## src/common/systolic_pkg.sv

```systemverilog
//##############################
// shared sizes, types and APB map for the systolic multiplier
// matrices are square, array_n by array_n, stored row-major
// all arithmetic is unsigned and wraps at data_w bits
//##############################
`default_nettype none

package systolic_pkg;

    localparam int array_n = 4;
    localparam int data_w  = 16;

    typedef logic [data_w-1:0] data_t;
    typedef data_t [array_n-1:0][array_n-1:0] matrix_t;
    typedef logic [1:0] idx_t;
    typedef logic [11:0] apb_addr_t;

    // byte addresses, one 32-bit word per element
    localparam apb_addr_t a_base      = 12'h000;
    localparam apb_addr_t b_base      = 12'h040;
    localparam apb_addr_t c_base      = 12'h080;
    localparam apb_addr_t ctrl_addr   = 12'h0C0;
    localparam apb_addr_t status_addr = 12'h0C4;

    typedef enum logic [1:0] {
        feed_idle,
        feed_run,
        feed_flush
    } feed_state_t;

endpackage

`default_nettype wire
```

## src/logic/result_drain.sv

```systemverilog
//##############################
// stores the west-edge result stream into C
// each row delivers its results in column order
// C holds the last run until overwritten
//##############################
`timescale 1ns/1ps
`default_nettype none

module result_drain (
    input  wire logic                                           clk,
    input  wire logic                                           sys_rst,
    input  wire logic [systolic_pkg::array_n-1:0]               res_valid,
    input  wire systolic_pkg::data_t [systolic_pkg::array_n-1:0] res_data,
    input  wire logic                                           start,
    output systolic_pkg::matrix_t                               mat_c,
    output logic                                                run_done
);

    systolic_pkg::idx_t col_cnt [systolic_pkg::array_n];
    logic [$clog2(systolic_pkg::array_n*systolic_pkg::array_n):0] total;
    logic [$clog2(systolic_pkg::array_n*systolic_pkg::array_n):0] total_next;

    // several rows can deliver in the same cycle
    always_comb begin
        total_next = total;
        for (int i = 0; i < systolic_pkg::array_n; i++) begin
            total_next = total_next + res_valid[i];
        end
    end

    always_ff @(posedge clk) begin
        if (sys_rst || start) begin
            total    <= '0;
            run_done <= 1'b0;
            for (int i = 0; i < systolic_pkg::array_n; i++) begin
                col_cnt[i] <= '0;
            end
        end else begin
            total    <= total_next;
            run_done <= (total != systolic_pkg::array_n * systolic_pkg::array_n) &&
                        (total_next == systolic_pkg::array_n * systolic_pkg::array_n);
            for (int i = 0; i < systolic_pkg::array_n; i++) begin
                if (res_valid[i]) begin
                    col_cnt[i] <= col_cnt[i] + 1'b1;
                end
            end
        end
    end

    // C reads zero after reset
    always_ff @(posedge clk) begin
        if (sys_rst) begin
            mat_c <= '0;
        end else begin
            for (int i = 0; i < systolic_pkg::array_n; i++) begin
                if (res_valid[i]) begin
                    mat_c[i][col_cnt[i]] <= res_data[i];
                end
            end
        end
    end

endmodule

`default_nettype wire

```

## config.mk

```make
export PLATFORM = sky130hd
export DESIGN_NAME = result_drain
export DESIGN_NICKNAME = d
export VERILOG_FILES = /design/src/common/systolic_pkg.sv /design/src/logic/result_drain.sv
export SDC_FILE = /design/constraint.sdc
export NUM_CORES = 1
export LEC_CHECK = 0
export ABC_AREA = 1
export BUFFER_PORTS_ARGS = -buffer_cell sky130_fd_sc_hd__buf_4
export CORE_MARGIN = 2
export CORE_UTILIZATION = 44
export CTS_CLUSTER_SIZE = 12
export DETAILED_ROUTE_END_ITERATION = 16
export PLACE_DENSITY = 0.74
export SLEW_MARGIN = 20
export SYNTH_ARGS = -nofsm -noshare
export SYNTH_HDL_FRONTEND = slang
export SYNTH_SLANG_ARGS = --single-unit
```

## constraint.sdc

```tcl
create_clock -name clk -period 2.1 [get_ports clk]
set_input_delay 0.315 -clock clk [delete_from_list [all_inputs] [get_ports clk]]
set_output_delay 0.315 -clock clk [all_outputs]
set_load 0.05 [all_outputs]
```

## After elaboration in Yosys (flattened, before gate mapping)

Memories as Yosys holds them, arrays and structs flattened.
Cells that the tools add are included.

| storage, ports and cells | value |
|---|---|
| register bits | 262 |
| bits in writable memories | 8 |
| input port bits | 71 |
| output and inout port bits | 257 |
| logic and storage cells | 77 |
| memories | 1 |

| operators by class | value |
|---|---|
| add/sub/neg operators | 8 |
| order comparisons | 8 |
| eq/ne operators | 2 |
| muxes and demuxes | 30 |
| bitwise logic cells | 4 |
| reduce and logical (&&, ||, !) cells | 6 |

Memory list:

| name | words | bits a word | read ports | clocked after Yosys merged registers in | write ports | RTL line | source |
|---|---|---|---|---|---|---|---|
| col_cnt | 4 | 2 | 4 | 0 | 4 | result_drain.sv:19 | `systolic_pkg::idx_t col_cnt [systolic_pkg::array_n];` |

Operators with widths:

| cell | count |
|---|---|
| $bwmux W64 | 4 |
| $demux W16 S2 | 4 |
| $mux W16 | 4 |
| $add A5 B1 Y5 | 4 |
| $mux W1 | 14 |
| $lt A2 B3 Y1 const B | 4 |
| $add A2 B1 Y2 const B | 4 |
| $ge A2 B1 Y1 const B | 4 |
| $mux W2 | 4 |
| $eq A5 B5 Y1 const B | 1 |
| $logic_and A1 B1 Y1 | 5 |
| $ne A5 B5 Y1 const B | 1 |
| $or A1 B1 Y1 | 4 |
| $logic_or A1 B1 Y1 | 1 |

## Logic depth before layout (Yosys ltp)

| logic depth | value |
|---|---|
| word-level depth | 6 |
| mapped depth | 9 |
| mapped depth without buffers | 9 |

## Worst setup path before layout

Ideal clock, no wire load.

| path | value |
|---|---|
| path type | input -> register |
| start point | input res_valid[0] (netlist name) |
| end point | register run_done |
| library setup time | 64 ps |
| arrival | 2,028 ps |
| data required time | 2,036 ps |
| slack | 8 ps |
| cell stages on the path | 8 |
| buffers on the path | 0 |
| path through | fa_1 fa_1 fa_1 nor2_1 nand3_1 nor2_1 nand2_1 nor2_1 |

| on the way | value |
|---|---|
| word-level cells in the longest chain between the ends | 6 |

Ends and longest elaborated chain:

| what | RTL line | source |
|---|---|---|
| start: declaration | result_drain.sv:12 | `input wire logic [systolic_pkg::array_n-1:0] res_valid,` |
| $add A5 B1 Y5 (4 in a row) | result_drain.sv:27 | `total_next = total_next + res_valid[i];` |
| named net total_next, one bit | result_drain.sv:21 | `logic [$clog2(systolic_pkg::array_n*systolic_pkg::array_n):0] total_next;` |
| $eq A5 B5 Y1 | result_drain.sv:41 | `(total_next == systolic_pkg::array_n * systolic_pkg::array_n);` |
| $logic_and A1 B1 Y1 | result_drain.sv:40 | `run_done <= (total != systolic_pkg::array_n * systolic_pkg::array_n) &&` |
| end signal: assignment | result_drain.sv:40 |  |
| end: declaration | result_drain.sv:16 | `output logic run_done` |

The timed path passes the listed nets, and every way through them passes these cells.
A chain may end at the register's enable or synchronous reset.

## Worst setup path in the final report

Same ends and word-level chain as after synthesis.

==> metrics.cfg <==
[sta]
drv_slew=0
clock_skew_ns=0.0135
rsz0062_at_grt=false
setup_ws_ns=0.325
min_period_over_period=0.845
setup_viol=0
min_period_ns=1.77
tightest_slew_ns=0.736
finalHoldViolCount=0
fmax_mhz=563
max_slew_margin=0.509

[yosys]
ys.warnings.count=0
ys_seq_elements=270
synth_cells=1217
synth_cell_types=19
syn_area_mm2=0.00994
syn_avg_cell_area_um2=8.17
syn_nets=1308
yosysSeqAreaShare=0.552

[clocking]
cts-root-buf=clkbuf_16
cts_made_buffers=29
clk_path_buf_depth=3
htreeDepth=1
clk_pin_slew_worst_paths_ns=0.06
cts_tree=built
cts_setup_buffers=0
cts.repair.resized=0
ctsHoldBuffers=0
clkLatencyLatePin_ns=0.55
numClockSinks=270

[grt]
track_usage=0.237
antenna_found_initial=0
overflow=0
grt_pass1_vias=8321
grt_start_max_net_pins=163
grt_first_pass_wirelength_um=46000

[place]
place_area_mm2=0.0124
dpl.hpwl_um=20600
dp_slack_ns=-0.234
globalplace.congestion=0.847
port_buffers=327

[finish]
nNetsFinal=1607
finalInstanceArea_mm2=0.0133
drive_above_1_share=0.266
diodes=0
area_growth_pct=33.7

[route]
ant_nets=0
drcViolationCount=0
routedWlPerCell_um=16.4
vias=9071
dr.pass1.iters=5
routed_via_density=5.00
first_iter_violations=623
routed_wl_um=29800

[power]
power.leakage_uw=0.00566
power_density_mw_per_mm2=901
power.total_uw=12000
ir_worst_vdd_mv=0.619

[floorplan]
core.rowCount=54
pin_count=328
die_w_um=154
fp.dieH_um=154
die-area_mm2=0.0238
design.core.area_mm2=0.0220
initial_utilization=0.451

[run]
cap_violations=0

[worst_setup_path]
slowest_stage=fa_1
crit_chain=buf_4 > fa_1 > fa_1 > fa_1 > nor2_1 > nand3_1 > nor2_1 > nand2_1 > nor2_1
critPathLaunchType=input pin
required_ns=2.58
criticalPathCategory=input pin to register
max_stage_delay_ns=0.49
path_max_fanout=2
cp.arrival_ns=2.26
end_kind=register

[outcome]
status=completed

[hold_path]
hold_class=input pin to register

## cells in the mapped netlist (all sizes together)
master | number | area share
nand2 | 542 | 0.22
a21oi | 257 | 0.13
nand3 | 5 | 0.0025
o21bai | 1 | 0.00076
clkbuf | 1 | 0.00038
nor2 | 9 | 0.0042
ha | 17 | 0.021
nand4 | 1 | 0.00063
edfxtp | 8 | 0.024
dfxtp | 262 | 0.53
nor3 | 4 | 0.0020
clkinv | 16 | 0.0081
and3 | 4 | 0.0025
inv | 22 | 0.0083
fa | 3 | 0.0060
buf | 65 | 0.045
## path summary, 6_finish.rpt
kind | slack, ns | to | from | cells past startpoint
setup / recovery | 0.33 | run_done | res_valid[0] | 9
hold / removal | 0.04 | mat_c[126] | res_data[30] | 3
setup reg to reg | 0.36 | run_done | total[0] | 7
hold reg to reg | 0.46 | mat_c[199] | mat_c[199] | 2
## critical path, delay by kind of cell
family / cells / cell delay [ns]
buf+inv: 1 / 0.12
fa+ha+maj: 3 / 1.40
simple gates: 5 / 0.42
## flip-flops by register name (all words and copies together), names as in the netlist
name	flops
run_done	1
mat_c	256
col_cnt	8
total	5
## per-layer routing
layer | GRT usage | vias to the layer above | part of all wire
li1 | - | 4477 | -
met1 | 0.300 | 4146 | 0.41
met2 | 0.397 | 390 | 0.47
met3 | 0.0574 | 58 | 0.086
met4 | 0.0838 | 0 | 0.033
met5 | 0 | - | 0
## power by group
group	switching, µW	total [µW]	internal (µW)	leakage (µW)
clock network	2060	4980	2930	0.000457
logic	1120	1570	456	0.00298
registers	100	5420	5320	0.00222
## logic make-up after synthesis
| kind of cell | after synthesis | synth area share |
|---|---|---|
| adder cells (fa/ha/maj) | 20 | 0.0274 |
| AND/OR/NAND/NOR | 565 | 0.229 |
| flip-flops | 270 | 0.552 |
| AO/OA/AOI/OAI | 258 | 0.130 |
| buffers and inverters | 104 | 0.0621 |
## cell type report
| class | count | area (µm²) |
|---|---|---|
| Tap cell | 280 | 350 |
| Clock inverter | 9 | 110 |
| Timing Repair Buffer | 334 | 2540 |
| Fill cell | 2022 | 8730 |
| Sequential cell | 270 | 5490 |
| Clock buffer | 41 | 811 |
| Inverter | 38 | 163 |
| Multi-Input combinational cell | 843 | 3840 |
## per-stage QoR
| step | instances | hold WS [ns] | utilization | setup TNS, ns |
|---|---|---|---|---|
| 6_report | 1815 | 0.0432 | 0.604 | 0 |
| 3_3_place_gp | 1765 | 0.452 | 0.562 | -0.229 |
| 2_1_floorplan | 1217 | 0.458 | - | 0 |
| 4_1_cts | 1815 | 0.0291 | 0.604 | 0 |
| 3_5_place_dp | 1765 | 0.455 | 0.562 | -0.428 |
| 5_1_grt | 1815 | 0.0421 | 0.604 | 0 |
## layout by cell type (no fill, tap or decap)
cell type,instances
clkinv_2,22
nor3_1,4
nor2_1,8
inv_1,22
buf_6,1
nand2_1,526
nand2_4,16
inv_16,1
a21oi_1,257
edfxtp_1,8
buf_4,331
nand4_1,1
clkbuf_8,4
fa_1,3
bufinv_16,2
and3_1,4
nor2_4,1
nand3_1,5
o21bai_1,1
clkbuf_16,29
buf_12,2
ha_1,17
dfxtp_1,262
clkbuf_1,8
Power figures use the tool's default switching activity.
