File: src/common/systolic_pkg.sv
//##############################
// shared sizes, types and APB map for the systolic multiplier
// matrices are square, array_n by array_n, stored row-major
// all arithmetic is unsigned and wraps at data_w bits
//##############################
`default_nettype none

package systolic_pkg;

    localparam int array_n = 4;
    localparam int data_w  = 16;

    typedef logic [data_w-1:0] data_t;
    typedef data_t [array_n-1:0][array_n-1:0] matrix_t;
    typedef logic [1:0] idx_t;
    typedef logic [11:0] apb_addr_t;

    // byte addresses, one 32-bit word per element
    localparam apb_addr_t a_base      = 12'h000;
    localparam apb_addr_t b_base      = 12'h040;
    localparam apb_addr_t c_base      = 12'h080;
    localparam apb_addr_t ctrl_addr   = 12'h0C0;
    localparam apb_addr_t status_addr = 12'h0C4;

    typedef enum logic [1:0] {
        feed_idle,
        feed_run,
        feed_flush
    } feed_state_t;

endpackage

`default_nettype wire
File: src/logic/apb_regs.sv
//##############################
// APB3 slave, no wait states, pready tied high
// A and B writable only while idle, C read-only
// pslverr on unmapped, unaligned or illegal accesses
// matrix words sit in the low 16 bits
//##############################
`timescale 1ns/1ps
`default_nettype none

module apb_regs (
    input  wire logic                   clk,
    input  wire logic                   sys_rst,
    input  wire systolic_pkg::apb_addr_t paddr,
    input  wire logic                   psel,
    input  wire logic                   penable,
    input  wire logic                   pwrite,
    input  wire logic [31:0]            pwdata,
    output logic [31:0]                 prdata,
    output logic                        pready,
    output logic                        pslverr,
    output systolic_pkg::matrix_t       mat_a,
    output systolic_pkg::matrix_t       mat_b,
    input  wire systolic_pkg::matrix_t  mat_c,
    output logic                        start,
    input  wire logic                   run_done
);

    logic busy;
    logic done;
    logic access;
    logic aligned;
    logic in_a;
    logic in_b;
    logic in_c;
    logic is_ctrl;
    logic is_status;
    logic mapped;
    logic bad_write;
    logic wr_ok;
    logic go;
    systolic_pkg::idx_t row;
    systolic_pkg::idx_t col;

    // address decode, each matrix occupies 64 bytes
    assign access    = psel && penable;
    assign aligned   = (paddr[1:0] == 2'b00);
    assign in_a      = aligned && (paddr[11:6] == systolic_pkg::a_base[11:6]);
    assign in_b      = aligned && (paddr[11:6] == systolic_pkg::b_base[11:6]);
    assign in_c      = aligned && (paddr[11:6] == systolic_pkg::c_base[11:6]);
    assign is_ctrl   = (paddr == systolic_pkg::ctrl_addr);
    assign is_status = (paddr == systolic_pkg::status_addr);
    assign mapped    = in_a || in_b || in_c || is_ctrl || is_status;
    assign row       = paddr[5:4];
    assign col       = paddr[3:2];

    // C and status are read-only, A, B and ctrl are locked during a run
    assign bad_write = pwrite && (in_c || is_status || (busy && (in_a || in_b || is_ctrl)));
    assign pslverr   = access && (!mapped || bad_write);
    assign wr_ok     = access && pwrite && mapped && !bad_write;
    assign go        = wr_ok && is_ctrl && pwdata[0];
    assign pready    = 1'b1;

    always_ff @(posedge clk) begin
        if (wr_ok && in_a) begin
            mat_a[row][col] <= pwdata[systolic_pkg::data_w-1:0];
        end
        if (wr_ok && in_b) begin
            mat_b[row][col] <= pwdata[systolic_pkg::data_w-1:0];
        end
    end

    // busy from start until the drain reports, done held until next start
    always_ff @(posedge clk) begin
        if (sys_rst) begin
            start <= 1'b0;
            busy  <= 1'b0;
            done  <= 1'b0;
        end else begin
            start <= go;
            if (go) begin
                busy <= 1'b1;
                done <= 1'b0;
            end else if (run_done) begin
                busy <= 1'b0;
                done <= 1'b1;
            end
        end
    end

    always_comb begin
        prdata = '0;
        if (in_a) begin
            prdata[systolic_pkg::data_w-1:0] = mat_a[row][col];
        end else if (in_b) begin
            prdata[systolic_pkg::data_w-1:0] = mat_b[row][col];
        end else if (in_c) begin
            prdata[systolic_pkg::data_w-1:0] = mat_c[row][col];
        end else if (is_status) begin
            prdata[1:0] = {done, busy};
        end
    end

endmodule

`default_nettype wire

File: config.mk
export PLATFORM = sky130hd
export DESIGN_NAME = apb_regs
export DESIGN_NICKNAME = d
export VERILOG_FILES = /design/src/common/systolic_pkg.sv /design/src/logic/apb_regs.sv
export SDC_FILE = /design/constraint.sdc
export NUM_CORES = 1
export LEC_CHECK = 0
export ABC_AREA = 1
export BUFFER_PORTS_ARGS = -buffer_cell sky130_fd_sc_hd__buf_2
export CAP_MARGIN = 10
export CORE_AREA = 2 2 329 331
export DETAILED_ROUTE_END_ITERATION = 10
export DIE_AREA = 0 0 331 333
export GPL_TIMING_DRIVEN = 0
export SKIP_LAST_GASP = 1
export SYNTH_ARGS = -nofsm -noshare
export SYNTH_HDL_FRONTEND = slang
export SYNTH_SLANG_ARGS = --single-unit
File: constraint.sdc
create_clock -name clk -period 3.6 [get_ports clk]
set_clock_uncertainty 0.05 [all_clocks]
set_input_delay 0.18 -clock clk [delete_from_list [all_inputs] [get_ports clk]]
set_output_delay 0.18 -clock clk [all_outputs]
set_load 0.1 [all_outputs]
---- Yosys cells after proc, flatten, opt, wreduce, memory -nomap -nowiden ----
Index checks and enable logic that the tools add are counted.
storage, ports and cells
  flip-flop bits (word level) ............. 515
  output and inout bits ................... 547
  logic and storage cells ................. 98
cells by class
  $lt $le $gt $ge ......................... 4
  equality and inequality tests ........... 4
  mux-type cells .......................... 25
  reductions and logical operators ........ 30
operators by type and width
  operator                                             number
  bitwise mux 256 bit                                  2
  binary-select mux 64 bit (select 2 bit)              3
  two-way mux 64 bit                                   4
  demux 64 bit (select 2 bit)                          1
  binary-select mux 16 bit (select 2 bit)              3
  two-way mux 16 bit                                   6
  demux 16 bit (select 2 bit)                          1
  == test 12 x 8 -> 1 bit, second input constant       2
  logical AND 1 bit                                    16
  two-way mux 14 bit                                   1
  logical OR 1 bit                                     8
  == test 6 x 1 -> 1 bit, second input constant        1
  == test 6 x 2 -> 1 bit, second input constant        1
  logical NOT 6 bit                                    1
  < comparator 2 x 3 -> 1 bit, second input constant   2
  >= comparator 2 x 1 -> 1 bit, second input constant  2
  two-way mux 2 bit                                    2
  logical NOT 1 bit                                    2
  logical NOT 2 bit                                    1
  two-way mux 1 bit                                    2
  nonzero test 2 bit                                   1
  OR reduction 2 bit                                   1

---- Depth between registers and ports, before layout ----
  depth after elaboration ................. 12
  mapped depth ............................ 13

---- Least setup slack after synthesis ----
No wires, ideal clock.
  kind .................................... input to output
  from .................................... input paddr[1]
  to ...................................... output pslverr
  arrival ................................. 2.297 ns
  setup slack ............................. 1.073 ns
  cell stages on the path ................. 9
  buffers on the path ..................... 0
  path through ............................ nor2_1 nand2_1 nor2_2 inv_1 nand3_1 nand2_1 nand2_1 inv_2 nor2_1
between the ends
  longest elaborated chain between the ends .. 9
ends and longest elaborated chain
  element                                                                          RTL line        source
  start, declared                                                                  apb_regs.sv:13  input wire systolic_pkg::apb_addr_t paddr,
  parallel branches: the longest is 7 deep, another holds == test 12 x 8 -> 1 bit  --
  logical OR 1 bit *                                                               apb_regs.sv:58  assign pslverr = access && (!mapped || bad_write);
  logical AND 1 bit *                                                              apb_regs.sv:58
  end, declared                                                                    apb_regs.sv:20  output logic pslverr,
Every way passes the cells marked *.

---- Worst setup path after layout ----
  from .................................... input paddr[3]
  to ...................................... output prdata[0]
between the ends
  longest elaborated chain between the ends .. 5
ends and longest elaborated chain
  element                                                                                    RTL line                        source
  == test 12 x 8 -> 1 bit / binary-select mux 16 bit (select 2 bit) (equally long branches)  apb_regs.sv:51, apb_regs.sv:97
  two-way mux 2 bit / two-way mux 16 bit (equally long branches)                             apb_regs.sv:98, apb_regs.sv:97
  two-way mux 2 bit                                                                          apb_regs.sv:96                  end else if (in_c) begin
  two-way mux 16 bit                                                                         apb_regs.sv:94                  end else if (in_b) begin
  two-way mux 16 bit *                                                                       apb_regs.sv:92                  if (in_a) begin
  end, declared                                                                              apb_regs.sv:18                  output logic [31:0] prdata,
Mark *: on every way between the ends. The rest lies on a longest branch, timed or not. The select of a mux whose other input is x is not followed.

==> flow_summary.ini <==
[place]
gp_congestion = 0.942
dpl.cell_count = 4263
hpwl_microns = 115000
portBuffers = 818
dpl_cell_area_sq_um = 28800
place_ws_ns = -0.408

[grt]
grt_pass1_vias = 20100
grt_start_max_net_pins = 34
globalRouteOverflowTotal = 0
grt_pass1_wl_microns = 187000
grt_antenna_before_repair = 20
track_usage_pct = 25.8

[layout]
drive_gt1_share_pct = 36.0
layout_common_cells = nand2_1, buf_2, edfxtp_1
nets = 3236
final_common_cell = nand2_1
stdcell_area_sq_um = 30900
fin_cells = 4385
area_growth_pct = 39.5

[worst_setup_path]
arrival_ns = 3.18
worstSetupPathType = in2out
critical_path_required_ns = 3.37
critPathLaunchType = input port
setup.worst_path.end_class = output pin
path_max_fanout = 10

[sta]
tns_ns = 0
layout_min_cycle_time_ns = 3.41
timing.max_slew.rel_slack_pct = 22.7
timing.final.crit_share_pct = 94.7
drv_slew = 0
rsz0062_at_grt = no
report.final.setup_viol = 0
hold_viol = 0
worst_slew_pin_slew_ns = 1.16
clock.fmax_ghz = 0.293
worst_slack_ns = 0.191

[drt]
drc = 0
drt_iter0_drc = 2347
antenna_left = 0
via_per_inst = 4.84
wirelength_microns = 148000
routedWlPerCell_microns = 33.7
drtPass1Iterations = 5
num_vias = 21200

[yosys]
synthAdderAreaFrac_pct = 0
ys_seq_area_share_pct = 69.6
synthMuxAreaShare_pct = 0
syn_inst = 1999
synth_top_area_share_pct = 69.3
yosys.area_share.xor_xnor_pct = 0
ys_ff_latch = 515
synth_cell_types = 27
syn_avg_cell_area_sq_um = 11.1
synth_top_family_by_area = simple AND/OR/NAND/NOR gates
synth_compound_gate_area_share_pct = 6.18
ys_top_cells_by_area = edfxtp_1, nand2_1, a22oi_1
synth-warning-count = 0
yosysTopAreaCell = edfxtp_1
syn-cell-area_sq_um = 22200
synthSimpleGateAreaFrac_pct = 20.8

[floorplanning]
io_pins = 853
die_h_microns = 333
core_sq_um = 107000
die_w_microns = 331
rows = 120
dieArea_sq_um = 110000
initial_core_util_pct = 20.8

[clocking]
clk_pin_slew_ns = 0.06
cts_sinks = 515
cts_buffers = 57
cts_tree = built
cts.htree.levels = 2
cts_buffer_depth = 3
cts-root-buf = clkbuf_16
clk_latency_ns = 0.65

[min_path]
hp-class = in2reg

[outcome]
outcome = finished, final reports clean

[job]
max_cap_viol_count = 0

[power]
ir_worst_vdd_uv = 375
p_per_area_nw_per_um2 = 461
power_leakage_nw = 12.6
==> cell usage after synthesis <==
library cell  count
buf_2            61
inv_1            19
o21ai_1          10
o21ai_0          22
inv_2             5
buf_1             6
and3_1            1
a22o_1            1
buf_6             2
nor2_1           54
nor2_4            2
nor3_1            2
nor2_2            1
clkbuf_1         40
a22oi_1         156
nand3_4           2
nor3_2            1
conb_1            2
nand2_1         929
edfxtp_1        512
nor4_1            1
nand3_1          34
a21oi_1           6
clkinv_1          2
buf_4            21
dfxtp_1           3
nand4_1         104
==> sequential cells by signal, summed over array words and instances (netlist names) <==
register / flops
done: 1
busy: 1
start: 1
mat_a: 256
mat_b: 256
==> cell families (layout without fill, tap and decap cells) <==
kind of cell / count (synthesis) / after routing
compound gates: 195 / 195
simple gates: 1131 / 1131
buf+inv: 156 / 1118
flops: 515 / 515
other cells: 2 / 23
==> critical path, cell delays in order <==
cell,delay [ns]
buf_2,0.13
inv_1,0.09
nand2_1,0.10
clkinv_1,0.31
clkdlybuf4s15_1,0.86
o21ai_0,0.45
nand3_1,0.16
nor2_1,0.05
nor2_1,0.15
nand2_1,0.08
nand2_1,0.09
buf_2,0.48
==> power by group <==
group | switching [mW] | internal (mW)
logic | 1.07 | 0.340
registers | 0.000204 | 6.59
clock network | 2.68 | 3.59
total | 3.74 | 10.5
==> area by class of cell <==
type	instances	area (sq um)
repair buffers	857	4730
multi-input cells	1343	6260
flip-flops and latches	515	15400
diodes	6	15.0
inverters	26	101
clock buffers	65	1460
fillers	11200	75700
well taps	1403	1760
plain buffers	130	682
clock inverters	40	509
==> what timing repair did <==
action / 4_1_cts / 5_1_grt
resized for setup: 9 / 2
buffers inserted: 6 / 0
hold buffers: 5 / 0
endpoints found under the hold margin: 10 / 0
setup endpoints to repair: 11 / 1
pin swaps: 3 / 0
==> stage by stage <==
stage / utilization [%] / hold WS [ns] / total power, mW
after floorplan: - / 0.199 / 7.28
after global placement: 26.3 / 0.319 / 8.11
after detailed placement: 27.0 / 0.326 / 8.12
after CTS: 29.0 / 0.00287 / 14.3
after global routing: 29.0 / 0.0381 / 14.6
final: 29.0 / 0.0481 / 14.3
==> worst paths after layout <==
kind | startpoint | to | slack [ns] | cells after the start
worst min register to register | done | done | 0.51 | 4
worst min-delay path | penable | start | 0.05 | 5
worst max register to register | busy | mat_a[151] | 1.11 | 9
worst max-delay path | paddr[3] | prdata[0] | 0.19 | 12
==> routing by layer <==
metal	vias to the layer above	share of wire, %	wire [microns]	GRT usage (%)
li1	8910	-	-	-
met1	10600	40	58800	32.9
met2	1465	47	70100	43.0
met3	246	9.6	14200	6.54
met4	14	3.2	4680	7.49
met5	-	0.056	83	0
No activity file was read; power rests on OpenSTA's default activity.
