## config.mk

```make
export PLATFORM = sky130hd
export DESIGN_NAME = operand_skewer_flat
export DESIGN_NICKNAME = d
export VERILOG_FILES = /design/src/common/systolic_pkg.sv /design/src/common/operand_if.sv /design/src/feeder/operand_skewer.sv /design/src/flat_wrapper.sv
export SDC_FILE = /design/constraint.sdc
export NUM_CORES = 1
export LEC_CHECK = 0
export BUFFER_PORTS_ARGS = -buffer_cell sky130_fd_sc_hd__buf_2
export CAP_MARGIN = 20
export CELL_PAD_IN_SITES_DETAIL_PLACEMENT = 0
export CELL_PAD_IN_SITES_GLOBAL_PLACEMENT = 2
export CORE_AREA = 2 2 256 258
export DETAILED_ROUTE_END_ITERATION = 10
export DIE_AREA = 0 0 258 260
export GPL_ROUTABILITY_DRIVEN = 0
export GPL_TIMING_DRIVEN = 1
export HOLD_SLACK_MARGIN = 0.12
export PLACE_DENSITY = 0.54
export SLEW_MARGIN = 10
export SYNTH_ARGS = -nofsm -noshare
export SYNTH_HDL_FRONTEND = slang
export SYNTH_SLANG_ARGS = --single-unit
export TNS_END_PERCENT = 10
```

## constraint.sdc

```tcl
create_clock -name clk -period 9.8 [get_ports clk]
set_input_delay 2.94 -clock clk [delete_from_list [all_inputs] [get_ports clk]]
set_output_delay 2.94 -clock clk [all_outputs]
set_load 0.02 [all_outputs]
```

## src/common/systolic_pkg.sv

```systemverilog
//##############################
// shared sizes, types and APB map for the systolic multiplier
// matrices are square, array_n by array_n, stored row-major
// all arithmetic is unsigned and wraps at data_w bits
//##############################
`default_nettype none

package systolic_pkg;

    localparam int array_n = 4;
    localparam int data_w  = 16;

    typedef logic [data_w-1:0] data_t;
    typedef data_t [array_n-1:0][array_n-1:0] matrix_t;
    typedef logic [1:0] idx_t;
    typedef logic [11:0] apb_addr_t;

    // byte addresses, one 32-bit word per element
    localparam apb_addr_t a_base      = 12'h000;
    localparam apb_addr_t b_base      = 12'h040;
    localparam apb_addr_t c_base      = 12'h080;
    localparam apb_addr_t ctrl_addr   = 12'h0C0;
    localparam apb_addr_t status_addr = 12'h0C4;

    typedef enum logic [1:0] {
        feed_idle,
        feed_run,
        feed_flush
    } feed_state_t;

endpackage

`default_nettype wire
```

## src/common/operand_if.sv

```systemverilog
//##############################
// skewed operands and strobes from the feeder to the array
// cal_en, cal_done and v_data are indexed by column
// h_data is indexed by row
//##############################
`timescale 1ns/1ps
`default_nettype none

interface operand_if;

    logic [systolic_pkg::array_n-1:0] cal_en;
    logic [systolic_pkg::array_n-1:0] cal_done;
    systolic_pkg::data_t [systolic_pkg::array_n-1:0] v_data;
    systolic_pkg::data_t [systolic_pkg::array_n-1:0] h_data;

    modport src (
        output cal_en,
        output cal_done,
        output v_data,
        output h_data
    );

    modport sink (
        input cal_en,
        input cal_done,
        input v_data,
        input h_data
    );

endinterface

`default_nettype wire

```

## src/feeder/operand_skewer.sv

```systemverilog
//##############################
// streams A rows west and B columns north with a diagonal skew
// eight cycles per run, four feeding and four flushing
// A and B must stay stable until the run ends
//##############################
`timescale 1ns/1ps
`default_nettype none

module operand_skewer (
    input  wire logic                  clk,
    input  wire logic                  sys_rst,
    input  wire logic                  start,
    input  wire systolic_pkg::matrix_t mat_a,
    input  wire systolic_pkg::matrix_t mat_b,
    operand_if.src                     feed
);

    systolic_pkg::feed_state_t state;
    systolic_pkg::idx_t        step;
    logic [2:0]                t;
    logic                      active;

    always_ff @(posedge clk) begin
        if (sys_rst) begin
            state <= systolic_pkg::feed_idle;
            step  <= '0;
        end else begin
            case (state)
                systolic_pkg::feed_idle: begin
                    step <= '0;
                    if (start) begin
                        state <= systolic_pkg::feed_run;
                    end
                end
                systolic_pkg::feed_run: begin
                    step <= step + 1'b1;
                    if (step == 2'd3) begin
                        state <= systolic_pkg::feed_flush;
                    end
                end
                systolic_pkg::feed_flush: begin
                    step <= step + 1'b1;
                    if (step == 2'd3) begin
                        state <= systolic_pkg::feed_idle;
                    end
                end
                default: begin
                    state <= systolic_pkg::feed_idle;
                end
            endcase
        end
    end

    // cycle count since leaving idle, 0 to 7
    assign t      = {state == systolic_pkg::feed_flush, step};
    assign active = (state != systolic_pkg::feed_idle);

    // k is the element index presented on a lane this cycle
    always_comb begin
        int k;
        feed.cal_en   = '0;
        feed.cal_done = '0;
        feed.v_data   = '0;
        feed.h_data   = '0;
        for (int n = 0; n < systolic_pkg::array_n; n++) begin
            k = int'(t) - n;
            if (active && k >= 0 && k < systolic_pkg::array_n) begin
                feed.cal_en[n] = 1'b1;
                feed.v_data[n] = mat_b[k[1:0]][n];
                feed.h_data[n] = mat_a[n][k[1:0]];
            end
            if (active && k == systolic_pkg::array_n) begin
                feed.cal_done[n] = 1'b1;
            end
        end
    end

endmodule

`default_nettype wire

```

## src/flat_wrapper.sv

```systemverilog
// flat-port wrapper written by rule: the top's interface ports become plain ports
module operand_skewer_flat 
  (clk, sys_rst, start, mat_a, mat_b, feed_cal_en, feed_cal_done, feed_v_data, feed_h_data);
  operand_if feed_i ();
  input  wire logic clk;
  input  wire logic sys_rst;
  input  wire logic start;
  input  wire systolic_pkg::matrix_t mat_a;
  input  wire systolic_pkg::matrix_t mat_b;
  output wire logic [$bits(feed_i.cal_en)-1:0] feed_cal_en;
  output wire logic [$bits(feed_i.cal_done)-1:0] feed_cal_done;
  output wire logic [$bits(feed_i.v_data)-1:0] feed_v_data;
  output wire logic [$bits(feed_i.h_data)-1:0] feed_h_data;
  assign feed_cal_en = feed_i.cal_en;
  assign feed_cal_done = feed_i.cal_done;
  assign feed_v_data = feed_i.v_data;
  assign feed_h_data = feed_i.h_data;
  operand_skewer u_core (.clk(clk), .sys_rst(sys_rst), .start(start), .mat_a(mat_a), .mat_b(mat_b), .feed(feed_i));
endmodule
```

## Word-level counts from Yosys, hierarchy flattened

Cells that the tools add are included.

- Output and inout port bits: 136
- Bits in registers: 4
- Input bits: 515

- Muxes and demuxes: 37
- Equal/unequal tests: 10
- Order comparisons: 12
- Reductions and logical operators: 17
- Add/sub/neg operators: 4

Operators with widths:

| cell | count |
|---|---|
| 64-bit binary-select mux with 2-bit select | 4 |
| 16-bit two-way mux | 13 |
| 16-bit binary-select mux with 2-bit select | 4 |
| 32-bit by 4-bit equality test with 1-bit output, second input constant | 3 |
| 32-bit by 1-bit >= comparator with 1-bit output, second input constant | 3 |
| 32-bit by 4-bit < comparator with 1-bit output, second input constant | 3 |
| 64-bit two-way mux | 1 |
| 48-bit two-way mux | 1 |
| 32-bit two-way mux | 1 |
| 1-bit logical AND | 12 |
| 2-bit by 3-bit < comparator with 1-bit output, second input constant | 4 |
| 1-bit two-way mux | 8 |
| 3-bit by 2-bit subtractor with 4-bit output, second input constant | 2 |
| 2-bit two-way mux | 3 |
| 2-bit case mux with 3 select lines | 1 |
| 2-bit equality test, second input constant | 2 |
| 2-bit inequality test, second input constant | 2 |
| 2-bit case mux with 2 select lines | 1 |
| 2-bit nonzero test | 2 |
| 3-bit by 1-bit subtractor with 4-bit output, second input constant | 1 |
| 3-bit equality test, second input constant | 1 |
| 3-bit by 1-bit >= comparator with 1-bit output, second input constant | 1 |
| 3-bit < comparator, second input constant | 1 |
| 3-bit AND reduction | 1 |
| 5 further kinds | 5 |

## Logic depth before layout (Yosys ltp)

Gate-level depths: netlist of the first run.

- Depth after elaboration: 6
- Gate-level depth with buffers: 9

## Worst setup path before layout of the first run

OpenSTA, ideal clock, no wires.

- Path kind: input -> output
- Start point: input mat_b[147] (netlist name)
- End point: output feed_v_data[19]
- Arrival time: 3.675 ns
- Buffers on the path: 0
- Slack: 3.185 ns
- Cell stages on the path: 2
- Path through: mux4_2 nor3b_1

- Word-level cells in the longest chain between the ends: 3

RTL lines:

| element | RTL line | RTL |
|---|---|---|
| from (decl) | flat_wrapper.sv:9 | `input wire systolic_pkg::matrix_t mat_b;` |
| 64-bit binary-select mux with 2-bit select | operand_skewer.sv:69 | `feed.v_data[n] = mat_b[k[1:0]][n];` |
| 32-bit two-way mux (not written as such) | operand_skewer.sv:69 |  |
| 16-bit two-way mux | operand_skewer.sv:67 | `if (active && k >= 0 && k < systolic_pkg::array_n) begin` |
| to (decl) | flat_wrapper.sv:12 | `output wire logic [$bits(feed_i.v_data)-1:0] feed_v_data;` |

Every way passes these cells. The select of a mux whose other input is x is not followed.

## Final worst setup path of the first run

- Start point: input mat_a[124] (netlist name)
- End point: output feed_h_data[28]

- Word-level cells in the longest chain between the ends: 3

RTL lines:

| element | RTL line | RTL |
|---|---|---|
| from (decl) | flat_wrapper.sv:8 | `input wire systolic_pkg::matrix_t mat_a;` |
| 16-bit binary-select mux with 2-bit select | operand_skewer.sv:70 | `feed.h_data[n] = mat_a[n][k[1:0]];` |
| 16-bit two-way mux (not written as such) | operand_skewer.sv:70 |  |
| 16-bit two-way mux | operand_skewer.sv:67 |  |
| to (decl) | flat_wrapper.sv:13 | `output wire logic [$bits(feed_i.h_data)-1:0] feed_h_data;` |

Every way passes these cells. The select of a mux whose other input is x is not followed.

==> report_table.html, run 1 <==
<table>
<tr><th>Metric</th><th>Value</th></tr>
<tr><th colspan="2">Pwr</th></tr>
<tr><td>Power consumption</td><td>1.42 mW</td></tr>
<tr><td>Cell area power density</td><td>163 nW/um2</td></tr>
<tr><td>Switching Share</td><td>50.0%</td></tr>
<tr><td>Net switching power</td><td>0.708 mW</td></tr>
<tr><td>Combinational Power Share</td><td>91.2%</td></tr>
<tr><td>Internal</td><td>0.708 mW</td></tr>
<tr><td>Reg power frac</td><td>4.1%</td></tr>
<tr><td>Clk pwr share</td><td>4.7%</td></tr>
<tr><td>IR drop worst, VDD</td><td>110 uV</td></tr>
<tr><td>P_leak</td><td>3.95 nW</td></tr>
<tr><th colspan="2">Synthesis</th></tr>
<tr><td>Most used standard cell by instance count after synthesis</td><td>sky130_fd_sc_hd__mux4_2</td></tr>
<tr><td>Post-synth ARST share</td><td>0%</td></tr>
<tr><td>Post-synthesis cell type count</td><td>26</td></tr>
<tr><td>Count of yosys warnings during synthesis</td><td>0</td></tr>
<tr><td>Mean post-synth cell area</td><td>12.6 um2</td></tr>
<tr><td>Most used DFF post-synth</td><td>sky130_fd_sc_hd__dfxtp_1</td></tr>
<tr><td>Syn Std Cell Area</td><td>4430 um2</td></tr>
<tr><td>Commonest cells post-synth</td><td>sky130_fd_sc_hd__mux4_2, sky130_fd_sc_hd__nor2b_1, sky130_fd_sc_hd__nor3b_1</td></tr>
<tr><td>Synth top area cells</td><td>sky130_fd_sc_hd__mux4_2, sky130_fd_sc_hd__nor2b_1, sky130_fd_sc_hd__nor3b_1</td></tr>
<tr><td>Number of nets in the synthesized netlist</td><td>879</td></tr>
<tr><td>Yosys reg bits</td><td>4</td></tr>
<tr><td>Post-synthesis instance total</td><td>353</td></tr>
<tr><td>Sequential element share of the synthesized area</td><td>1.81%</td></tr>
<tr><td>Synth area leader</td><td>sky130_fd_sc_hd__mux4_2</td></tr>
<tr><td>Post-synth EDFFs</td><td>0</td></tr>
<tr><td>Post-synth top area share</td><td>65.0%</td></tr>
<tr><th colspan="2">Layout</th></tr>
<tr><td>Area growth syn-to-layout</td><td>96.2%</td></tr>
<tr><td>Area of all placed cells without fillers</td><td>8690 um2</td></tr>
<tr><td># nets final</td><td>1497</td></tr>
<tr><td>Fraction of layout instances using a drive strength above 1</td><td>82.4%</td></tr>
<tr><th colspan="2">Flow run</th></tr>
<tr><td>Max-capacitance violation count</td><td>0</td></tr>
<tr><th colspan="2">Worst hold path</th></tr>
<tr><td>Kind of path behind the tightest hold check</td><td>register to register</td></tr>
<tr><th colspan="2">Clock network</th></tr>
<tr><td>Clock sink count</td><td>4</td></tr>
<tr><td>Inserted Clock Buffers</td><td>3</td></tr>
<tr><td>Worst-Skew Late Latency</td><td>230 ps</td></tr>
<tr><td>Postcts setup bufs</td><td>0</td></tr>
<tr><td>Level count of the clock H-tree</td><td>1</td></tr>
<tr><td>Number of buffers inserted for hold repair after clock tree synthesis</td><td>0</td></tr>
<tr><td>Clock-pin transition on the worst setup and hold timing paths</td><td>30 ps</td></tr>
<tr><td>CTS Root Cell</td><td>sky130_fd_sc_hd__clkbuf_16</td></tr>
<tr><td>Maximum root-to-sink buffer count</td><td>2</td></tr>
<tr><td>TritonCTS clock tree</td><td>done</td></tr>
<tr><td>CTS-repair resized insts</td><td>0</td></tr>
<tr><th colspan="2">Route</th></tr>
<tr><td>Post-DR vias/cell</td><td>3.34</td></tr>
<tr><td>Overall via count from detail_route</td><td>6119</td></tr>
<tr><td>ANT nets after route</td><td>0</td></tr>
<tr><td>Routed length per placed instance</td><td>18.4 um</td></tr>
<tr><td>Initial drt markers</td><td>239</td></tr>
<tr><td>Detailed-routing iteration count for the pre-antenna-repair pass</td><td>4</td></tr>
<tr><td>Wire length after detailed routing</td><td>33700 um</td></tr>
<tr><td>Final routed DRC violation total</td><td>0</td></tr>
<tr><th colspan="2">STA</th></tr>
<tr><td>Setup violators final</td><td>0</td></tr>
<tr><td>RSZ-0062 raised after global routing</td><td>false</td></tr>
<tr><td>Number of hold violations in the final report</td><td>0</td></tr>
<tr><td>Post-route fraction of the period consumed by the critical path</td><td>71.6%</td></tr>
<tr><td>Final worst hold slack</td><td>549 ps</td></tr>
<tr><td>Final-report max-slew violation count</td><td>0</td></tr>
<tr><td>Maximum frequency from static timing analysis</td><td>143 MHz</td></tr>
<tr><td>Period minus WS final</td><td>7010 ps</td></tr>
<tr><td>Least-Margin Pin Slew</td><td>832 ps</td></tr>
<tr><td>Largest clock skew in the final design</td><td>0.530 ps</td></tr>
<tr><td>Sum of negative setup slack</td><td>0 ps</td></tr>
<tr><td>Slew Limit Headroom</td><td>44.5%</td></tr>
<tr><th colspan="2">Worst setup path</th></tr>
<tr><td>Endpoint kind of the worst setup timing path</td><td>primary output</td></tr>
<tr><td>Worst Setup Start Kind</td><td>input pin</td></tr>
<tr><td>Data required time of the worst path</td><td>6860 ps</td></tr>
<tr><td>Critical path fanouts, max</td><td>1</td></tr>
<tr><td>Data arrival time at the worst-slack endpoint</td><td>4070 ps</td></tr>
<tr><td>Worst setup path category</td><td>input pin to primary output</td></tr>
<tr><th colspan="2">Die</th></tr>
<tr><td>Area of the core</td><td>64100 um2</td></tr>
<tr><td>Die area</td><td>67100 um2</td></tr>
<tr><td>Effective utilization at floorplan</td><td>6.91%</td></tr>
<tr><td>Vertical extent of the die</td><td>260 um</td></tr>
<tr><td>I/O pin total</td><td>651</td></tr>
<tr><td>Die Wd</td><td>258 um</td></tr>
<tr><td>Number of placement rows</td><td>93</td></tr>
<tr><th colspan="2">Placed design</th></tr>
<tr><td>Count of input and output buffers</td><td>650</td></tr>
<tr><td>Half-perimeter wire length of the detailed placement result</td><td>30100 um</td></tr>
<tr><td>Total cell area at the placement stage</td><td>8600 um2</td></tr>
<tr><th colspan="2">Global route</th></tr>
<tr><td>Overall routing resource usage</td><td>9.31%</td></tr>
<tr><td>Number of global-route vias before repair</td><td>6762</td></tr>
<tr><td>GRT overflow</td><td>0</td></tr>
<tr><td>First-pass GRT wire length</td><td>46100 um</td></tr>
<tr><td>Largest net degree at the start of global routing</td><td>52</td></tr>
<tr><td>Antenna violations before repair</td><td>18</td></tr>
<tr><th colspan="2">Status</th></tr>
<tr><td>Run status</td><td>completed</td></tr>
</table>
## metal layers
layer | share of wire [%] | track usage, % | wire (um) | vias up
li1 | - | - | - | 2689
met1 | 35 | 9.76 | 11800 | 2928
met2 | 51 | 17.2 | 17000 | 441
met3 | 13 | 4.26 | 4240 | 45
met4 | 1.4 | 1.46 | 484 | 16
met5 | 0.30 | 0 | 100 | -
## flip-flops by register name (all words and copies together), names as in the netlist
signal and cells:
u_core.step 2, u_core.state 2
## through the flow
| step | setup WS, ps | std cells | util, % |
|---|---|---|---|
| after floorplan | 3180 | 353 | - |
| after global placement | 2800 | 1821 | 13.4 |
| after detailed placement | 2810 | 1821 | 13.4 |
| after CTS | 2800 | 1825 | 13.5 |
| after global routing | 2850 | 1827 | 13.5 |
| final | 2790 | 1833 | 13.6 |
## critical path, stage by stage
cell and delay [ps]:
sky130_fd_sc_hd__buf_2 90, sky130_fd_sc_hd__mux4_2 220, sky130_fd_sc_hd__nor3b_1 540, sky130_fd_sc_hd__buf_2 280
## final timing paths
kind                                start                            to  slack (ps)  cells after the start
max                            mat_a[124]               feed_h_data[28]        2790                      4
min          u_core.state[1]$_SDFFE_PP0P_  u_core.state[1]$_SDFFE_PP0P_         550                      2
max reg2reg  u_core.state[0]$_SDFFE_PP0P_  u_core.state[0]$_SDFFE_PP0P_        7870                      5
min reg2reg  u_core.state[1]$_SDFFE_PP0P_  u_core.state[1]$_SDFFE_PP0P_         550                      2
## final cells by class
type | count | area [um2]
multi-input combinational | 295 | 4090
inverter | 8 | 30.0
tap | 855 | 1070
antenna | 8 | 20.0
clock buffer | 4 | 78.8
fill | 7402 | 55400
timing repair buffer | 659 | 3320
sequential | 4 | 87.6
## cell usage in the layout, fill, tap and decap left out, types with 3 or more instances in the layout
cell,instances
sky130_fd_sc_hd__buf_2,650
sky130_fd_sc_hd__mux4_2,128
sky130_fd_sc_hd__nor2b_1,64
sky130_fd_sc_hd__nor3b_1,33
sky130_fd_sc_hd__and2_1,32
sky130_fd_sc_hd__ha_1,9
sky130_fd_sc_hd__buf_4,9
sky130_fd_sc_hd__diode_2,8
sky130_fd_sc_hd__inv_1,8
sky130_fd_sc_hd__nand2_1,4
sky130_fd_sc_hd__nand2b_1,4
sky130_fd_sc_hd__a21oi_1,3
sky130_fd_sc_hd__mux2i_1,3
sky130_fd_sc_hd__clkbuf_16,3
## power by group through the flow
stage	clock, mW	combinational [mW]	sequential [mW]
final	0.0666	1.29	0.0576
after global routing	0.0694	1.39	0.0653
after CTS	0.0663	1.32	0.0608
after detailed placement	0	1.31	0.0607
after global placement	0	1.31	0.0601
after floorplan	0	0.948	0.0281
## cells by family (layout without fill, tap and decap cells)
kind of cell | after synthesis | after routing | synth area share, %
other cells | 0 | 8 | 0
flops | 4 | 4 | 1.81
buf+inv | 54 | 671 | 6.92
simple gates | 145 | 145 | 21.1
mux | 132 | 132 | 66.0
fa+ha+maj | 11 | 11 | 3.11
compound gates | 7 | 7 | 1.07
Note: power is estimated with default switching activity, not from simulation.
==> run 2: changes to the inputs <==
--- a/config.mk
+++ b/config.mk
@@ -9,13 +9,13 @@
 export CAP_MARGIN = 20
 export CELL_PAD_IN_SITES_DETAIL_PLACEMENT = 0
 export CELL_PAD_IN_SITES_GLOBAL_PLACEMENT = 2
-export CORE_AREA = 2 2 256 258
+export CORE_AREA = 2 2 252 254
 export DETAILED_ROUTE_END_ITERATION = 10
-export DIE_AREA = 0 0 258 260
+export DIE_AREA = 0 0 254 256
 export GPL_ROUTABILITY_DRIVEN = 0
 export GPL_TIMING_DRIVEN = 1
 export HOLD_SLACK_MARGIN = 0.12
-export PLACE_DENSITY = 0.54
+export PLACE_DENSITY = 0.56
 export SLEW_MARGIN = 10
 export SYNTH_ARGS = -nofsm -noshare
 export SYNTH_HDL_FRONTEND = slang
==> constraint.sdc (replaced) <==
create_clock -name clk -period 6.2 [get_ports clk]
set_input_delay 1.86 -clock clk [delete_from_list [all_inputs] [get_ports clk]]
set_output_delay 1.86 -clock clk [all_outputs]
set_load 0.02 [all_outputs]
==> run 2 against run 1 <==
- sequential share of layout area about the same
- die area decreased by 3.1%
- worst hold slack worse by 15 ps
- wire length down 5.0%
- via count increased by 0.16%
- clock-buffer cell count did not move
- cell area is 0.17% higher
- global-route usage is 0.22 points lower
- highest routed layer unchanged
==> report_table.html, run 2 (synthesis gave the netlist of run 1 again) <==
<table>
<tr><th>Metric</th><th>Value</th></tr>
<tr><th colspan="2">Worst hold path</th></tr>
<tr><td>Kind of path behind the tightest hold check</td><td>register to register</td></tr>
<tr><th colspan="2">Die</th></tr>
<tr><td>Die Wd</td><td>254 um (-1.6%)</td></tr>
<tr><td>I/O pin total</td><td>651 (unchanged)</td></tr>
<tr><td>Die area</td><td>65000 um2 (-3.1%)</td></tr>
<tr><td>Number of placement rows</td><td>92 (-1.1%)</td></tr>
<tr><td>Effective utilization at floorplan</td><td>7.10% (+0.19 points)</td></tr>
<tr><td>Vertical extent of the die</td><td>256 um (-1.5%)</td></tr>
<tr><td>Area of the core</td><td>62400 um2 (-2.7%)</td></tr>
<tr><th colspan="2">Clock network</th></tr>
<tr><td>CTS Root Cell</td><td>sky130_fd_sc_hd__clkbuf_16</td></tr>
<tr><td>Clock sink count</td><td>4 (unchanged)</td></tr>
<tr><td>Maximum root-to-sink buffer count</td><td>2 (unchanged)</td></tr>
<tr><td>Clock-pin transition on the worst setup and hold timing paths</td><td>30 ps (about the same)</td></tr>
<tr><td>Level count of the clock H-tree</td><td>1 (unchanged)</td></tr>
<tr><td>Postcts setup bufs</td><td>0 (unchanged)</td></tr>
<tr><td>Worst-Skew Late Latency</td><td>230 ps (about the same)</td></tr>
<tr><td>Number of buffers inserted for hold repair after clock tree synthesis</td><td>0 (unchanged)</td></tr>
<tr><td>CTS-repair resized insts</td><td>0 (unchanged)</td></tr>
<tr><td>TritonCTS clock tree</td><td>done</td></tr>
<tr><td>Inserted Clock Buffers</td><td>3 (unchanged)</td></tr>
<tr><th colspan="2">Route</th></tr>
<tr><td>Overall via count from detail_route</td><td>6129 (+0.16%)</td></tr>
<tr><td>Wire length after detailed routing</td><td>32000 um (-5.0%)</td></tr>
<tr><td>Post-DR vias/cell</td><td>3.36 (+0.77%)</td></tr>
<tr><td>ANT nets after route</td><td>0 (unchanged)</td></tr>
<tr><td>Initial drt markers</td><td>374 (+56%)</td></tr>
<tr><td>Detailed-routing iteration count for the pre-antenna-repair pass</td><td>4 (unchanged)</td></tr>
<tr><td>Routed length per placed instance</td><td>17.6 um (-4.4%)</td></tr>
<tr><td>Final routed DRC violation total</td><td>0 (unchanged)</td></tr>
<tr><th colspan="2">Global route</th></tr>
<tr><td>Antenna violations before repair</td><td>17 (-1)</td></tr>
<tr><td>Number of global-route vias before repair</td><td>6615 (-2.2%)</td></tr>
<tr><td>Largest net degree at the start of global routing</td><td>74 (+42%)</td></tr>
<tr><td>GRT overflow</td><td>0 (unchanged)</td></tr>
<tr><td>First-pass GRT wire length</td><td>43300 um (-6.2%)</td></tr>
<tr><td>Overall routing resource usage</td><td>9.09% (-0.22 points)</td></tr>
<tr><th colspan="2">Worst setup path</th></tr>
<tr><td>Endpoint kind of the worst setup timing path</td><td>primary output</td></tr>
<tr><td>Worst setup path category</td><td>input pin to primary output</td></tr>
<tr><td>Cell class contributing the biggest share of worst-path delay</td><td>multiplexers</td></tr>
<tr><td>Worst Setup Start Kind</td><td>input pin</td></tr>
<tr><td>Data arrival time at the worst-slack endpoint</td><td>2830 ps (-1240 ps)</td></tr>
<tr><td>Most prevalent standard cell on the critical path</td><td>sky130_fd_sc_hd__buf_2</td></tr>
<tr><td>Slowest stage delay, CP</td><td>500 ps (-40 ps)</td></tr>
<tr><td>Critical path fanouts, max</td><td>1 (unchanged)</td></tr>
<tr><td>Slowest stage cell on the critical path</td><td>sky130_fd_sc_hd__mux4_2</td></tr>
<tr><td>Worst Path Buf+Inv</td><td>2 (unchanged)</td></tr>
<tr><td>Critical path cell sequence</td><td>buf_2 -&gt; mux4_2 -&gt; nor3b_1 -&gt; buf_2</td></tr>
<tr><td>Data required time of the worst path</td><td>4340 ps (-2520 ps)</td></tr>
<tr><th colspan="2">Layout</th></tr>
<tr><td>Most common cell after layout, fill and taps aside</td><td>sky130_fd_sc_hd__buf_2</td></tr>
<tr><td>Filler cell count</td><td>7205 (-2.7%)</td></tr>
<tr><td># nets final</td><td>1497 (unchanged)</td></tr>
<tr><td>Area growth syn-to-layout</td><td>96.5%</td></tr>
<tr><td>Fraction of layout instances using a drive strength above 1</td><td>82.3% (-0.10 points)</td></tr>
<tr><td>Largest registers</td><td>u_core.state (2), u_core.step (2)</td></tr>
<tr><td>Leading cell types in the layout, fill and taps excluded</td><td>sky130_fd_sc_hd__buf_2, sky130_fd_sc_hd__mux4_2, sky130_fd_sc_hd__nor2b_1, sky130_fd_sc_hd__nor3b_1, sky130_fd_sc_hd__and2_1</td></tr>
<tr><td>Final instance count without filler cells</td><td>1822 (-0.60%)</td></tr>
<tr><th colspan="2">Pwr</th></tr>
<tr><td>Cell area power density</td><td>259 nW/um2 (+59%)</td></tr>
<tr><td>P_leak</td><td>3.96 nW (+0.28%)</td></tr>
<tr><td>IR drop worst, VDD</td><td>185 uV (+68%)</td></tr>
<tr><th colspan="2">STA</th></tr>
<tr><td>Post-route fraction of the period consumed by the critical path</td><td>75.7%</td></tr>
<tr><td>Largest clock skew in the final design</td><td>3.29 ps (+2.76 ps)</td></tr>
<tr><td>Least-Margin Pin Slew</td><td>962 ps (+130 ps)</td></tr>
<tr><td>Slew Limit Headroom</td><td>35.6% (-8.9 points)</td></tr>
<tr><td>Final-report max-slew violation count</td><td>0 (unchanged)</td></tr>
<tr><td>Maximum frequency from static timing analysis</td><td>213 MHz</td></tr>
<tr><td>Sum of negative setup slack</td><td>0 ps (unchanged)</td></tr>
<tr><td>Setup violators final</td><td>0 (unchanged)</td></tr>
<tr><td>RSZ-0062 raised after global routing</td><td>false</td></tr>
<tr><td>Number of hold violations in the final report</td><td>0 (unchanged)</td></tr>
<tr><td>Period minus WS final</td><td>4690 ps</td></tr>
<tr><th colspan="2">Placed design</th></tr>
<tr><td>Half-perimeter wire length of the detailed placement result</td><td>28200 um (-6.2%)</td></tr>
<tr><td>Total placed cells including tap cells</td><td>1811 (-0.55%)</td></tr>
<tr><td>Count of input and output buffers</td><td>650 (unchanged)</td></tr>
<tr><th colspan="2">Flow run</th></tr>
<tr><td>Max-capacitance violation count</td><td>0 (unchanged)</td></tr>
<tr><th colspan="2">Status</th></tr>
<tr><td>Run status</td><td>completed</td></tr>
</table>
-- run 2: cell count changes in the layout (fill, tap and decap cells not counted) --
| cell | delta |
|---|---|
| sky130_fd_sc_hd__buf_4 | -2 |
| sky130_fd_sc_hd__diode_2 | -2 |
| sky130_fd_sc_hd__buf_12 | +1 |
| sky130_fd_sc_hd__or3_1 | +1 |
| sky130_fd_sc_hd__or3_2 | -1 |
| sky130_fd_sc_hd__buf_16 | +1 |
-- run 2: per-stage QoR --
stage | area (um2) | total power, mW | setup slack (ps) | hold slack, ps | util, %
floorplan | 4430 | 1.54 | 1740 | 493 | -
global placement | 8590 | 2.18 | 1500 | 527 | 13.8
detailed placement | 8590 | 2.18 | 1500 | 533 | 13.8
CTS | 8670 | 2.28 | 1430 | 539 | 13.9
global route | 8710 | 2.43 | 1300 | 581 | 14.0
finish | 8710 | 2.25 | 1510 | 535 | 14.0
-- run 2: layout make-up --
type	count	area [um2]	area share, %
Multi-Input combinational cell	295	4090	46.9
Timing Repair Buffer	659	3350	38.5
Tap cell	846	1060	12.2
Sequential cell	4	87.6	1.01
Clock buffer	4	78.8	0.905
Inverter	8	30.0	0.345
Antenna cell	6	15.0	0.172
-- run 2: path summary, 6_finish.rpt --
kind	start	to	slack (ps)	cells past startpoint
worst max-delay path	mat_a[91]	feed_h_data[27]	1510	4
worst min-delay path	u_core.state[1]$_SDFFE_PP0P_	u_core.state[1]$_SDFFE_PP0P_	530	2
worst max register to register	u_core.step[0]$_SDFFE_PP0P_	u_core.step[1]$_SDFFE_PP0P_	4230	4
worst min register to register	u_core.state[1]$_SDFFE_PP0P_	u_core.state[1]$_SDFFE_PP0P_	530	2
-- run 2: routing by layer --
metal  routed length [um]  part of all wire [%]  global-route usage, %  up-vias
met4                  970                   3.0                   3.22        8
met2                17000                    53                   17.7      448
met5                   55                  0.17                      0        -
li1                     -                     -                      -     2689
met3                 3090                   9.7                   2.06       46
met1                10900                    34                   9.33     2938
-- run 2: worst register-to-register path, stage by stage (launching register included) --
cell	delay (ps)
sky130_fd_sc_hd__dfxtp_4	600
sky130_fd_sc_hd__inv_1	190
sky130_fd_sc_hd__ha_4	810
sky130_fd_sc_hd__nand3b_1	140
sky130_fd_sc_hd__a21oi_1	170
-- run 2: power breakdown --
group | switching (mW) | total, mW | internal [mW]
Combinational | 1.05 | 2.07 | 1.02
Sequential | 0.0425 | 0.0791 | 0.0365
Clock | 0.0186 | 0.104 | 0.0850
==> run 3: changes to the inputs <==
==> constraint.sdc (replaced) <==
create_clock -name clk -period 4.3 [get_ports clk]
set_input_delay 1.29 -clock clk [delete_from_list [all_inputs] [get_ports clk]]
set_output_delay 1.29 -clock clk [all_outputs]
set_load 0.02 [all_outputs]
==> run 3 against run 2 <==
- worst hold slack hardly changed
- worst setup slack worse by 1100 ps
- power is 46% higher
- combinational power is 47% higher
- first-iteration DRC count is 6.7% lower
- register-to-register slack worse by 1800 ps
- highest routed layer unchanged
- non-clock buffer count is 4 higher
- die area stayed put
==> report_table.html, run 3 (synthesis gave the netlist of run 1 again) <==
<table>
<tr><th>Metric</th><th>Value</th></tr>
<tr><th colspan="2">Clock network</th></tr>
<tr><td>Inserted Clock Buffers</td><td>3 (unchanged)</td></tr>
<tr><td>Postcts setup bufs</td><td>0 (unchanged)</td></tr>
<tr><td>Number of buffers inserted for hold repair after clock tree synthesis</td><td>0 (unchanged)</td></tr>
<tr><td>Maximum root-to-sink buffer count</td><td>2 (unchanged)</td></tr>
<tr><td>Level count of the clock H-tree</td><td>1 (unchanged)</td></tr>
<tr><td>CTS-repair resized insts</td><td>0 (unchanged)</td></tr>
<tr><td>Clock-pin transition on the worst setup and hold timing paths</td><td>30 ps (about the same)</td></tr>
<tr><td>TritonCTS clock tree</td><td>done</td></tr>
<tr><td>CTS Root Cell</td><td>sky130_fd_sc_hd__clkbuf_16</td></tr>
<tr><td>Worst-Skew Late Latency</td><td>230 ps (about the same)</td></tr>
<tr><td>Clock sink count</td><td>4 (unchanged)</td></tr>
<tr><th colspan="2">Layout</th></tr>
<tr><td>Area growth syn-to-layout</td><td>97.4%</td></tr>
<tr><td>Largest registers</td><td>u_core.state (2), u_core.step (2)</td></tr>
<tr><td>Area of the multi-input gates</td><td>4090 um2 (unchanged)</td></tr>
<tr><td>Fraction of layout instances using a drive strength above 1</td><td>82.3% (about the same)</td></tr>
<tr><td>Leading cell types in the layout, fill and taps excluded</td><td>sky130_fd_sc_hd__buf_2, sky130_fd_sc_hd__mux4_2, sky130_fd_sc_hd__nor2b_1, sky130_fd_sc_hd__nor3b_1, sky130_fd_sc_hd__and2_1</td></tr>
<tr><td>Most common cell after layout, fill and taps aside</td><td>sky130_fd_sc_hd__buf_2</td></tr>
<tr><td># nets final</td><td>1501 (+0.27%)</td></tr>
<tr><td>Filler cell count</td><td>7215 (+0.14%)</td></tr>
<tr><td>Area occupied by registers</td><td>87.6 um2 (unchanged)</td></tr>
<tr><th colspan="2">Global route</th></tr>
<tr><td>Number of global-route vias before repair</td><td>6718 (+1.6%)</td></tr>
<tr><td>Antenna violations before repair</td><td>18 (+1)</td></tr>
<tr><td>GRT overflow</td><td>0 (unchanged)</td></tr>
<tr><td>First-pass GRT wire length</td><td>43200 um (-0.19%)</td></tr>
<tr><td>Overall routing resource usage</td><td>9.04% (-0.045 points)</td></tr>
<tr><td>Largest net degree at the start of global routing</td><td>72 (-2.7%)</td></tr>
<tr><th colspan="2">STA</th></tr>
<tr><td>Post-route fraction of the period consumed by the critical path</td><td>89.8%</td></tr>
<tr><td>RSZ-0062 raised after global routing</td><td>false</td></tr>
<tr><td>Final-report max-slew violation count</td><td>0 (unchanged)</td></tr>
<tr><td>Number of hold violations in the final report</td><td>0 (unchanged)</td></tr>
<tr><td>Maximum frequency from static timing analysis</td><td>259 MHz</td></tr>
<tr><td>Final worst hold slack</td><td>535 ps (+0.0550 ps)</td></tr>
<tr><td>Period minus WS final</td><td>3860 ps</td></tr>
<tr><td>Sum of negative setup slack</td><td>0 ps (unchanged)</td></tr>
<tr><td>Setup violators final</td><td>0 (unchanged)</td></tr>
<tr><td>Slew Limit Headroom</td><td>38.2% (+2.5 points)</td></tr>
<tr><td>Largest clock skew in the final design</td><td>1.94 ps (-1.35 ps)</td></tr>
<tr><td>Least-Margin Pin Slew</td><td>924 ps (-38.1 ps)</td></tr>
<tr><th colspan="2">Worst setup path</th></tr>
<tr><td>Endpoint kind of the worst setup timing path</td><td>primary output</td></tr>
<tr><td>Critical path fanouts, max</td><td>26 (+25)</td></tr>
<tr><td>Count of cells along the worst register-to-register path</td><td>5 (+1)</td></tr>
<tr><td>Reg2Reg Launch Point</td><td>u_core.state[0]$_SDFFE_PP0P_</td></tr>
<tr><td>Reg-to-reg setup timing slack</td><td>2410 ps (-1820 ps)</td></tr>
<tr><td>Worst reg2reg path endpoint</td><td>u_core.state[0]$_SDFFE_PP0P_</td></tr>
<tr><td>Data required time of the worst path</td><td>3010 ps (-1330 ps)</td></tr>
<tr><td>Data arrival time at the worst-slack endpoint</td><td>2570 ps (-260 ps)</td></tr>
<tr><td>Worst Setup Start Kind</td><td>register</td></tr>
<tr><td>Worst setup path category</td><td>register to primary output</td></tr>
<tr><th colspan="2">Worst hold path</th></tr>
<tr><td>WHS Path Cells</td><td>2 (unchanged)</td></tr>
<tr><td>End point of the most critical hold path</td><td>u_core.state[1]$_SDFFE_PP0P_</td></tr>
<tr><td>Hold path startpoint</td><td>u_core.state[1]$_SDFFE_PP0P_</td></tr>
<tr><td>Kind of path behind the tightest hold check</td><td>register to register</td></tr>
<tr><th colspan="2">Route</th></tr>
<tr><td>Detailed-routing iteration count for the pre-antenna-repair pass</td><td>4 (unchanged)</td></tr>
<tr><td>Initial drt markers</td><td>349 (-6.7%)</td></tr>
<tr><td>Routed length per placed instance</td><td>17.4 um (-0.89%)</td></tr>
<tr><td>ANT nets after route</td><td>0 (unchanged)</td></tr>
<tr><td>Final routed DRC violation total</td><td>0 (unchanged)</td></tr>
<tr><td>Post-DR vias/cell</td><td>3.36 (-0.17%)</td></tr>
<tr><td>Overall via count from detail_route</td><td>6122 (-0.11%)</td></tr>
<tr><td>Wire length after detailed routing</td><td>31800 um (-0.83%)</td></tr>
<tr><th colspan="2">Die</th></tr>
<tr><td>Vertical extent of the die</td><td>256 um (unchanged)</td></tr>
<tr><td>Area of the core</td><td>62400 um2 (unchanged)</td></tr>
<tr><td>Effective utilization at floorplan</td><td>7.10% (unchanged)</td></tr>
<tr><td>I/O pin total</td><td>651 (unchanged)</td></tr>
<tr><td>Die area</td><td>65000 um2 (unchanged)</td></tr>
<tr><td>Number of placement rows</td><td>92 (unchanged)</td></tr>
<tr><td>Die Wd</td><td>254 um (unchanged)</td></tr>
<tr><th colspan="2">Pwr</th></tr>
<tr><td>P_leak</td><td>3.98 nW (+0.51%)</td></tr>
<tr><td>IR drop worst, VDD</td><td>229 uV (+24%)</td></tr>
<tr><td>Power consumption</td><td>3.29 mW (+46%)</td></tr>
<tr><td>Cell area power density</td><td>376 nW/um2 (+45%)</td></tr>
<tr><th colspan="2">Flow run</th></tr>
<tr><td>Max-capacitance violation count</td><td>0 (unchanged)</td></tr>
<tr><th colspan="2">Placed design</th></tr>
<tr><td>Count of input and output buffers</td><td>650 (unchanged)</td></tr>
<tr><td>Half-perimeter wire length of the detailed placement result</td><td>28200 um (about the same)</td></tr>
<tr><th colspan="2">Status</th></tr>
<tr><td>Run status</td><td>completed</td></tr>
</table>
## run 3: changes by cell type in the layout (fill, tap and decap cells not counted)
cell	delta
sky130_fd_sc_hd__buf_16	-1
sky130_fd_sc_hd__diode_2	-3
sky130_fd_sc_hd__buf_4	+2
sky130_fd_sc_hd__buf_12	+3
## run 3: metrics by stage
step	instance area [um2]	setup WS, ps	util, %	cells
2_1_floorplan	4430	598	-	353
3_3_place_gp	8660	683	13.9	1816
3_5_place_dp	8660	637	13.9	1816
4_1_cts	8740	397	14.0	1820
5_1_grt	8750	171	14.0	1823
6_report	8750	440	14.0	1823
## run 3: routing by layer
layer | vias to the layer above | global-route usage, % | share of wire, %
met2 | 484 | 17.9 | 53
met1 | 2869 | 9.05 | 33
met4 | 16 | 2.68 | 2.9
met5 | - | 0 | 0.31
met3 | 59 | 2.38 | 11
li1 | 2694 | - | -
## run 3: power by group
group	switching (mW)	internal, mW
sequential	0.0298	0.0527
combinational	1.57	1.49
clock	0.0284	0.123
## run 3: layout make-up
type | count | share of cell area, %
multi-input cells | 295 | 46.7
clock buffers | 4 | 0.901
inverters | 8 | 0.343
repair buffers | 663 | 38.9
flip-flops and latches | 4 | 1.00
well taps | 846 | 12.1
diodes | 3 | 0.0858
## run 3: worst max path at each step
stage,startpoint,endpoint,depth (start not counted)
finish,u_core.state[0]$_SDFFE_PP0P_,feed_v_data[26],7
global route,u_core.state[0]$_SDFFE_PP0P_,feed_v_data[22],7
CTS,u_core.state[0]$_SDFFE_PP0P_,feed_v_data[26],7
detailed placement,u_core.state[0]$_SDFFE_PP0P_,feed_v_data[26],7
global placement,u_core.state[0]$_SDFFE_PP0P_,feed_h_data[20],7
floorplan,u_core.step[1]$_SDFFE_PP0P_,feed_h_data[16],9
## run 3: worst max-delay path, stage by stage, from the launching register on
cell and delay [ps]:
sky130_fd_sc_hd__dfxtp_1 350, sky130_fd_sc_hd__inv_1 160, sky130_fd_sc_hd__ha_1 390, sky130_fd_sc_hd__o21ba_2 240, sky130_fd_sc_hd__mux2i_4 640, sky130_fd_sc_hd__buf_4 300
sky130_fd_sc_hd__nor3b_1 70, sky130_fd_sc_hd__buf_2 180
